--- config.mk ---
export PLATFORM = sky130hd
export DESIGN_NAME = data_engine
export DESIGN_NICKNAME = d
export VERILOG_FILES = /design/src/rtl/engine_pkg.sv /design/src/rtl/operand_select.sv /design/src/rtl/mul_pipe.sv /design/src/rtl/muladd_unit.sv /design/src/rtl/alu_unit.sv /design/src/rtl/engine_ctrl.sv /design/src/rtl/data_engine.sv
export SDC_FILE = /design/constraint.sdc
export NUM_CORES = 2
export LEC_CHECK = 0
export ABC_AREA = 0
export BUFFER_PORTS_ARGS = -buffer_cell sky130_fd_sc_hd__clkbuf_2
export CAP_MARGIN = 20
export CELL_PAD_IN_SITES_DETAIL_PLACEMENT = 1
export CELL_PAD_IN_SITES_GLOBAL_PLACEMENT = 2
export CORE_AREA = 5 5 397 399
export DETAILED_ROUTE_END_ITERATION = 12
export DIE_AREA = 0 0 402 404
export PLACE_DENSITY = 0.86
export RECOVER_POWER = 100
export SYNTH_ARGS = -nofsm -noshare
export SYNTH_HDL_FRONTEND = slang
export SYNTH_HIERARCHICAL = 1
export SYNTH_SLANG_ARGS = --single-unit
--- constraint.sdc ---
create_clock -name clk -period 10.7 [get_ports clk]
set_clock_uncertainty 0.05 [all_clocks]
set_input_delay 2.14 -clock clk [delete_from_list [all_inputs] [get_ports clk]]
set_output_delay 2.14 -clock clk [all_outputs]
set_load 0.02 [all_outputs]
--- src/rtl/engine_pkg.sv ---
`default_nettype none

package engine_pkg;

   // fixed slot map of the data bus
   localparam int n_slots = 4;

   // select codes of n_slots and above mean no operand
   localparam int sel_w = 3;

   localparam int slot_in_a   = 0;
   localparam int slot_in_b   = 1;
   localparam int slot_alu    = 2;
   localparam int slot_muladd = 3;

   // configuration addresses
   localparam logic cfg_addr_alu    = 1'b0;
   localparam logic cfg_addr_muladd = 1'b1;

   // max and min compare signed
   typedef enum logic [2:0] {
      alu_add    = 3'd0,
      alu_sub    = 3'd1,
      alu_and    = 3'd2,
      alu_or     = 3'd3,
      alu_xor    = 3'd4,
      alu_max    = 3'd5,
      alu_min    = 3'd6,
      alu_pass_a = 3'd7
   } alu_op_e;

   typedef enum logic [1:0] {
      mop_mul      = 2'd0,
      mop_macc     = 2'd1,
      mop_msub     = 2'd2,
      mop_macc_q16 = 2'd3
   } muladd_op_e;

   typedef struct packed {
      logic [sel_w-1:0] sela;
      logic [sel_w-1:0] selb;
      alu_op_e          op;
   } alu_cfg_t;

   // selo picks the reload operand
   typedef struct packed {
      logic [sel_w-1:0] sela;
      logic [sel_w-1:0] selb;
      logic [sel_w-1:0] selo;
      muladd_op_e       op;
   } muladd_cfg_t;

endpackage

`default_nettype wire

--- src/rtl/operand_select.sv ---
`timescale 1ns/100ps
`default_nettype none

module operand_select #(
   parameter int data_w = 32
) (
   input  logic [engine_pkg::sel_w-1:0]                 sel,
   input  logic [engine_pkg::n_slots-1:0][data_w-1:0]   bus,
   output logic [data_w-1:0]                            operand,
   output logic                                         present
);

   localparam int idx_w = $clog2(engine_pkg::n_slots);

   logic [idx_w-1:0] idx;

   assign idx = sel[idx_w-1:0];

   // codes past the last slot select nothing
   always_comb begin
      present = (sel < engine_pkg::sel_w'(engine_pkg::n_slots));
      if (present) begin
         operand = bus[idx];
      end else begin
         operand = '0;
      end
   end

endmodule

`default_nettype wire

--- src/rtl/mul_pipe.sv ---
`timescale 1ns/100ps
`default_nettype none

module mul_pipe #(
   parameter int data_w = 32
) (
   input  logic                       clk,
   input  logic                       rst_reg,
   input  logic                       advance,
   input  logic                       clear,
   input  logic signed [data_w-1:0]   op_a,
   input  logic signed [data_w-1:0]   op_b,
   output logic signed [2*data_w-1:0] product
);

   // stage 1 operands
   logic signed [data_w-1:0] a_r;
   logic signed [data_w-1:0] b_r;

   always_ff @(posedge clk) begin
      if (rst_reg || clear) begin
         a_r     <= '0;
         b_r     <= '0;
         product <= '0;
      end else if (advance) begin
         a_r     <= op_a;
         b_r     <= op_b;
         // stage 2 multiplies what stage 1 held
         product <= a_r * b_r;
      end
   end

endmodule

`default_nettype wire

--- src/rtl/muladd_unit.sv ---
`timescale 1ns/100ps
`default_nettype none

module muladd_unit #(
   parameter int data_w = 32
) (
   input  logic                                       clk,
   input  logic                                       rst_reg,
   input  logic                                       step_en,
   input  logic                                       clear,
   input  engine_pkg::muladd_cfg_t                    cfg,
   input  logic [engine_pkg::n_slots-1:0][data_w-1:0] bus,
   output logic [data_w-1:0]                          result
);

   logic [data_w-1:0] op_a;
   logic [data_w-1:0] op_b;
   logic [data_w-1:0] op_o;
   logic              present_a;
   logic              present_b;
   logic              present_o;
   logic              advance;

   logic signed [2*data_w-1:0] product;
   logic [data_w-1:0]          q16_mid;
   logic [2*data_w-1:0]        q16_term;
   logic [2*data_w-1:0]        acc;
   logic [2*data_w-1:0]        acc_next;

   // reload flag travels beside the product
   logic reload_d1;
   logic reload_d2;

   operand_select #(.data_w(data_w)) u_sel_a (
      .sel     (cfg.sela),
      .bus     (bus),
      .operand (op_a),
      .present (present_a)
   );

   operand_select #(.data_w(data_w)) u_sel_b (
      .sel     (cfg.selb),
      .bus     (bus),
      .operand (op_b),
      .present (present_b)
   );

   operand_select #(.data_w(data_w)) u_sel_o (
      .sel     (cfg.selo),
      .bus     (bus),
      .operand (op_o),
      .present (present_o)
   );

   // a missing operand holds the whole unit
   assign advance = step_en && present_a && present_b && present_o;

   mul_pipe #(.data_w(data_w)) u_mul_pipe (
      .clk     (clk),
      .rst_reg (rst_reg),
      .advance (advance),
      .clear   (clear),
      .op_a    ($signed(op_a)),
      .op_b    ($signed(op_b)),
      .product (product)
   );

   // q16 middle word, sign extended
   assign q16_mid  = product[data_w/2 +: data_w];
   assign q16_term = {{data_w{q16_mid[data_w-1]}}, q16_mid};

   always_comb begin
      case (cfg.op)
         engine_pkg::mop_mul: begin
            acc_next = product;
         end
         engine_pkg::mop_macc: begin
            acc_next = reload_d2 ? product : acc + product;
         end
         // reload takes the product itself, not its negation
         engine_pkg::mop_msub: begin
            acc_next = reload_d2 ? product : acc - product;
         end
         engine_pkg::mop_macc_q16: begin
            acc_next = reload_d2 ? q16_term : acc + q16_term;
         end
         default: begin
            acc_next = product;
         end
      endcase
   end

   always_ff @(posedge clk) begin
      if (rst_reg || clear) begin
         acc       <= '0;
         reload_d1 <= 1'b0;
         reload_d2 <= 1'b0;
      end else if (advance) begin
         acc       <= acc_next;
         reload_d1 <= (op_o == '0);
         reload_d2 <= reload_d1;
      end
   end

   assign result = acc[data_w-1:0];

endmodule

`default_nettype wire

--- src/rtl/alu_unit.sv ---
`timescale 1ns/100ps
`default_nettype none

module alu_unit #(
   parameter int data_w = 32
) (
   input  logic                                       clk,
   input  logic                                       rst_reg,
   input  logic                                       step_en,
   input  logic                                       clear,
   input  engine_pkg::alu_cfg_t                       cfg,
   input  logic [engine_pkg::n_slots-1:0][data_w-1:0] bus,
   output logic [data_w-1:0]                          result
);

   logic [data_w-1:0] op_a;
   logic [data_w-1:0] op_b;
   logic              present_a;
   logic              present_b;
   logic [data_w-1:0] alu_next;

   operand_select #(.data_w(data_w)) u_sel_a (
      .sel     (cfg.sela),
      .bus     (bus),
      .operand (op_a),
      .present (present_a)
   );

   operand_select #(.data_w(data_w)) u_sel_b (
      .sel     (cfg.selb),
      .bus     (bus),
      .operand (op_b),
      .present (present_b)
   );

   always_comb begin
      case (cfg.op)
         engine_pkg::alu_add:    alu_next = op_a + op_b;
         engine_pkg::alu_sub:    alu_next = op_a - op_b;
         engine_pkg::alu_and:    alu_next = op_a & op_b;
         engine_pkg::alu_or:     alu_next = op_a | op_b;
         engine_pkg::alu_xor:    alu_next = op_a ^ op_b;
         // signed compare for max and min
         engine_pkg::alu_max:    alu_next = ($signed(op_a) > $signed(op_b)) ? op_a : op_b;
         engine_pkg::alu_min:    alu_next = ($signed(op_a) < $signed(op_b)) ? op_a : op_b;
         engine_pkg::alu_pass_a: alu_next = op_a;
         default:                alu_next = op_a;
      endcase
   end

   always_ff @(posedge clk) begin
      if (rst_reg || clear) begin
         result <= '0;
      end else if (step_en && present_a && present_b) begin
         result <= alu_next;
      end
   end

endmodule

`default_nettype wire

--- src/rtl/engine_ctrl.sv ---
`timescale 1ns/100ps
`default_nettype none

module engine_ctrl #(
   parameter int data_w = 32
) (
   input  logic                    clk,
   input  logic                    rst_reg,
   input  logic                    cfg_write,
   input  logic                    cfg_addr,
   input  logic [data_w-1:0]       cfg_data,
   input  logic                    step,
   output engine_pkg::alu_cfg_t    alu_cfg,
   output engine_pkg::muladd_cfg_t muladd_cfg,
   output logic                    clear,
   output logic                    step_en,
   output logic                    out_valid
);

   localparam int alu_cfg_w    = $bits(engine_pkg::alu_cfg_t);
   localparam int muladd_cfg_w = $bits(engine_pkg::muladd_cfg_t);

   // configuration bank, low bits of the write word only
   always_ff @(posedge clk) begin
      if (rst_reg) begin
         alu_cfg    <= '0;
         muladd_cfg <= '0;
      end else if (cfg_write) begin
         if (cfg_addr == engine_pkg::cfg_addr_alu) begin
            alu_cfg <= engine_pkg::alu_cfg_t'(cfg_data[alu_cfg_w-1:0]);
         end
         if (cfg_addr == engine_pkg::cfg_addr_muladd) begin
            muladd_cfg <= engine_pkg::muladd_cfg_t'(cfg_data[muladd_cfg_w-1:0]);
         end
      end
   end

   // one clear cycle follows every write
   always_ff @(posedge clk) begin
      if (rst_reg) begin
         clear <= 1'b0;
      end else begin
         clear <= cfg_write;
      end
   end

   // step -> step_en -> out_valid
   always_ff @(posedge clk) begin
      if (rst_reg) begin
         step_en   <= 1'b0;
         out_valid <= 1'b0;
      end else begin
         step_en   <= step;
         out_valid <= step_en;
      end
   end

endmodule

`default_nettype wire

--- src/rtl/data_engine.sv ---
`timescale 1ns/100ps
`default_nettype none

module data_engine #(
   parameter int data_w = 32
) (
   input  logic              clk,
   input  logic              rst_reg,
   input  logic              cfg_write,
   input  logic              cfg_addr,
   input  logic [data_w-1:0] cfg_data,
   input  logic              step,
   input  logic [data_w-1:0] in_a,
   input  logic [data_w-1:0] in_b,
   output logic [data_w-1:0] alu_out,
   output logic [data_w-1:0] muladd_out,
   output logic              out_valid
);

   typedef struct packed {
      logic [data_w-1:0] a;
      logic [data_w-1:0] b;
   } step_in_t;

   step_in_t                                   step_in;
   logic [engine_pkg::n_slots-1:0][data_w-1:0] bus;
   engine_pkg::alu_cfg_t                       alu_cfg;
   engine_pkg::muladd_cfg_t                    muladd_cfg;
   logic                                       clear;
   logic                                       step_en;

   // inputs captured with the step strobe
   always_ff @(posedge clk) begin
      if (rst_reg) begin
         step_in <= '0;
      end else if (step) begin
         step_in <= '{a: in_a, b: in_b};
      end
   end

   // unit slots hold results of the previous step
   always_comb begin
      bus                          = '0;
      bus[engine_pkg::slot_in_a]   = step_in.a;
      bus[engine_pkg::slot_in_b]   = step_in.b;
      bus[engine_pkg::slot_alu]    = alu_out;
      bus[engine_pkg::slot_muladd] = muladd_out;
   end

   engine_ctrl #(.data_w(data_w)) u_ctrl (
      .clk        (clk),
      .rst_reg    (rst_reg),
      .cfg_write  (cfg_write),
      .cfg_addr   (cfg_addr),
      .cfg_data   (cfg_data),
      .step       (step),
      .alu_cfg    (alu_cfg),
      .muladd_cfg (muladd_cfg),
      .clear      (clear),
      .step_en    (step_en),
      .out_valid  (out_valid)
   );

   alu_unit #(.data_w(data_w)) u_alu (
      .clk     (clk),
      .rst_reg (rst_reg),
      .step_en (step_en),
      .clear   (clear),
      .cfg     (alu_cfg),
      .bus     (bus),
      .result  (alu_out)
   );

   muladd_unit #(.data_w(data_w)) u_muladd (
      .clk     (clk),
      .rst_reg (rst_reg),
      .step_en (step_en),
      .clear   (clear),
      .cfg     (muladd_cfg),
      .bus     (bus),
      .result  (muladd_out)
   );

endmodule

`default_nettype wire

Yosys cells after proc, flatten, opt, wreduce, memory -nomap -nowiden
Cells that the tools add are included.

Shifts and indexed selects: 0. Div/mod/pow operators: 0. Order comparisons: 12. Equality and inequality tests: 10. Bitwise logic cells: 4. Reduce and logical (&&, ||, !) cells: 11. $mul: 1. Add/sub/neg operators: 5. Muxes and demuxes: 22.

Operators by type and width (count): $mux 32 (12); $bmux 32 s2 (5); $pmux 32 s8 (1); $pmux 64 s4 (1); $mux 64 (3); $add 64x64->64 (2); $mul 32x32->64 (1); $sub 64x64->64 (1); $add 32x32->32 (1); $and 32x32->32 (1); $gt 32x32->1 (1); $logic_not 32->1 (1); $lt 32x32->1 (1); $or 32x32->32 (1); $sub 32x32->32 (1); $xor 32x32->32 (1); $lt 2x3->1 const B (5); $lt 3x3->1 const B (5); $eq 3x3->1 const B (4); $eq 3x2->1 const B (2); $logic_and 1x1->1 (5); $eq 2x2->1 const B (2); $reduce_and 2->1 (2); $eq 3x1->1 const B (1); other kinds (5) (5).

Output and inout bits: 65. Bits in read-only memories: 0. Memories: 0. Memory bits (writable): 0. Logic and storage cells: 84. Latch bits: 0. Register bits after elaboration: 313.

Depth between registers and ports, before layout
Depth after elaboration: 6. Gate-level depth with buffers: 29. Mapped depth without buffers: 27.

Cells and area by module
The synthesis kept the hierarchy.

Modules (own cells, without submodules): mul_pipe (area an instance 40516.4 um^2, cells each 4279, times used 1, seq. area each 2562.5 um^2); muladd_unit (area an instance 7652.3 um^2, cells each 1087, times used 1, seq. area each 680.7 um^2); alu_unit (area an instance 7407.1 um^2, cells each 1088, times used 1, seq. area each 640.6 um^2); operand_select (area an instance 1031.0 um^2, cells each 113, times used 5, seq. area each 0.0 um^2); data_engine (area an instance 2290.9 um^2, cells each 206, times used 1, seq. area each 1281.2 um^2); engine_ctrl (area an instance 927.1 um^2, cells each 87, times used 1, seq. area each 460.4 um^2).

Least setup slack after synthesis
No wires, ideal clock.

Path kind: register to register. Start point: register u_muladd.u_mul_pipe.b_r[2]. End point: register u_muladd.u_mul_pipe.product[60]. Buffers on the path: 1. Path slack: 2.806 ns. Data arrival time: 7.770 ns. Clock period less this slack: 7.894 ns. Stages on the path, launching flop included: 26. Path through: dfxtp_1 clkbuf_1 nand2_1 inv_1 fa_1 fa_1 fa_1 fa_1 inv_1 fa_1 inv_1 fa_1 inv_1 fa_1 fa_1 inv_1 ha_1 and3_1 nor2b_1 nand3_1 or2_2 o21a_1 o21ai_0 o31ai_1 xor2_1 o21ai_0.

Cells in the longest elaborated chain, start to end: 1.

Ends and longest elaborated chain: start: declaration (RTL line mul_pipe.sv:18) `logic signed [data_w-1:0] b_r;`; start signal: assignment (RTL line mul_pipe.sv:27) `b_r <= op_b;`; $mul 32x32->64 (RTL line mul_pipe.sv:29) `product <= a_r * b_r;`; end signal: assignment (RTL line mul_pipe.sv:29); end: declaration (RTL line mul_pipe.sv:13) `output logic signed [2*data_w-1:0] product`.

No other way between the ends. A chain may end at the register's enable or synchronous reset.

Worst setup path in the final report
Start point: register u_muladd.u_mul_pipe.a_r[4]. End point: register u_muladd.u_mul_pipe.product[42].

Cells in the longest elaborated chain, start to end: 1.

Ends and longest elaborated chain: start: declaration (RTL line mul_pipe.sv:17) `logic signed [data_w-1:0] a_r;`; start signal: assignment (RTL line mul_pipe.sv:26) `a_r <= op_a;`; $mul 32x32->64 (RTL line mul_pipe.sv:29).

No other way between the ends.

==> impl_metrics.csv <==
group,metric,value,unit
grt,grt_max_degree,66,
synthesis,synth_warnings,6,
worst_setup_path,setup.worst_path.class,"flop to flop",
cts,hold_buffers,0,
sta,slew_headroom,-119.1,%
route,via_per_inst,5.774,
sta,hold_viol,0,
floorplanning,rows,144,
outcome,status,"finished, violations left",
outcome,violations,"capacitance limit, slew limit",
floorplanning,die_h,404,µm
floorplanning,die_w,402,µm
power,power,3.756,mW
worst_setup_path,crit_fanout,27,
min_path,hold_class,"flop to flop",
sta,slew_viol_final,226,
power,p_leak,26.77,nW
grt,grt_pass1_vias,52820,
sta,layout_min_cycle_time,9.230,ns
route,ant_nets,0,
cts,cts_root_buf,"clkbuf_16",
sta,fmax,0.1083,GHz
cts,postCtsSetupBuffers,0,
synthesis,syn_nets,7912,
power,power_density,63.09,mW/mm²
synthesis,syn_area_per_cell,8.598,µm²
sta,final.setup.tns,0,ns
worst_setup_path,cp-start-kind,"flop",
finish,area_growth,5.089,%
sta,worst_pin_slew,3.274,ns
route,drc_errors,0,
cts,cts_resized,0,
sta,timing.hold.ws,0.4284,ns
worst_setup_path,critPathRequiredTime,11.10,ns
cts,clk_pin_slew,0.06,ns
grt,grt_pass1_wl,336100,µm
grt,antenna_found_initial,11,
power,ir_drop,0.0001110,V
route,vias,49130,
worst_setup_path,cp.arrival,9.63,ns
synthesis,syn_inst,6589,
route,wl_per_cell,26.21,µm
floorplanning,core-area,0.1535,mm²
finish,drive_above_1_share,5.494,%
synthesis,syn-cell-area,0.05665,mm²
route,wirelength,223000,µm
placement,dp_hpwl,175700,µm
route,drt_iter0_markers,4235,
floorplanning,start_util,36.90,%
grt,grt-ovfl-total,0,
run,maxCapViolations,5,
cts,clockBufferDepth,3,
cts,cts_tree,"yes",
sta,finalWorstSetupSlack,1.470,ns
cts,worstSkewPairLatency,0.58,ns
grt,track_usage,26.76,%
route,firstDrtPassIters,5,
cts,htree_levels,2,
worst_setup_path,cp-end-kind,"flop",
finish,nets,7759,
floorplanning,dieArea,0.1624,mm²
cts,clkSinkCount,265,
sta,grt_setup_unrepaired,"false",
sta,finalCritPeriodShare,86.26,%
sta,finalSetupViolCount,0,
placement,port_buffers,144,
placement,dp_slack,2.308,ns
floorplanning,pin_count,166,
placement,gp_congestion,0.9827,
cts,numCtsBuffers,35,
where the power goes:
part | switching [mW] | internal, mW | leakage [nW]
combinational | 0.884 | 0.449 | 24.0
sequential | 0.106 | 1.02 | 2.16
clock | 0.543 | 0.750 | 0.598
per-layer routing:
metal	share of wire, %	track usage (%)	vias up
li1	-	-	21270
met4	4.5	10.31	2
met1	43	36.39	25610
met5	0.0045	0	-
met2	45	42.75	1838
met3	7.5	4.507	414
worst max-delay path: stages, from the launching register on:
cell and delay, ns:
dfxtp_1 0.71, clkbuf_1 1.42, nand2_1 0.21, fa_1 0.49, fa_1 0.43, fa_1 0.52
inv_1 0.06, fa_1 0.54, ha_1 0.23, ha_1 0.27, inv_1 0.04, fa_1 0.46
fa_1 0.50, inv_1 0.05, ha_1 0.36, o211ai_1 0.11, o21ai_1 0.29, o2111ai_1 0.28
a21oi_1 0.53, a31oi_1 0.27, o21ba_1 0.27, o21a_1 0.21, o21ai_1 0.26, a31oi_1 0.12
or3_1 0.38
cell type report:
cell class	instances	area, µm²
timing repair buffer	279	1593
fill	18260	93970
antenna	3	7.507
tap	2044	2557
clock buffer	45	973.4
sequential	265	5333
multi-input combinational	4912	45280
clock inverter	18	246.5
inverter	943	3545
path summary, 6_finish.rpt:
kind | slack [ns] | depth (start not counted) | end | startpoint
hold / removal | 0.43 | 2 | u_muladd/reload_d2$_SDFFE_PP0P_ | u_muladd/reload_d1$_SDFFE_PP0P_
setup reg to reg | 1.47 | 24 | u_muladd/u_mul_pipe/product[42]$_SDFFE_PP0P_ | u_muladd/u_mul_pipe/a_r[4]$_SDFFE_PP0P_
hold reg to reg | 0.43 | 2 | u_muladd/reload_d2$_SDFFE_PP0P_ | u_muladd/reload_d1$_SDFFE_PP0P_
setup / recovery | 1.47 | 24 | u_muladd/u_mul_pipe/product[42]$_SDFFE_PP0P_ | u_muladd/u_mul_pipe/a_r[4]$_SDFFE_PP0P_
metrics by stage:
| step | utilization, % | cell area [µm²] | cells |
|---|---|---|---|
| floorplan | - | 56650 | 6589 |
| global placement | 38.13 | 58530 | 8442 |
| detailed placement | 38.14 | 58550 | 8443 |
| CTS | 38.93 | 59770 | 8506 |
| global route | 38.78 | 59530 | 8506 |
| finish | 38.78 | 59530 | 8509 |
registers in the layout (all words and copies together) (netlist names):
signal / count
bus: 64
u_alu/result: 32
u_ctrl/alu_cfg: 9
u_ctrl/clear: 1
u_ctrl/muladd_cfg: 11
u_ctrl/out_valid: 1
u_ctrl/step_en: 1
u_muladd/acc: 32
u_muladd/reload_d1: 1
u_muladd/reload_d2: 1
u_muladd/u_mul_pipe/a_r: 32
u_muladd/u_mul_pipe/b_r: 32
u_muladd/u_mul_pipe/product: 48
placed cells by master (no fill, tap or decap), drive strengths merged, types with 32 or more instances in the layout:
master  count
nor4       32
buf       107
clkbuf    217
and2      483
xnor2      91
a21o       58
inv       945
o21bai     39
mux2i     549
dfxtp     265
o211ai     57
a21oi     307
nand2     596
nor2      385
nand3      50
nor2b      33
a221oi     44
a211oi     40
nand2b     59
ha        357
a31oi      35
nor3       51
o22ai     171
o21ai     230
xor2       43
fa        865
(Power assumes the default switching activity.)
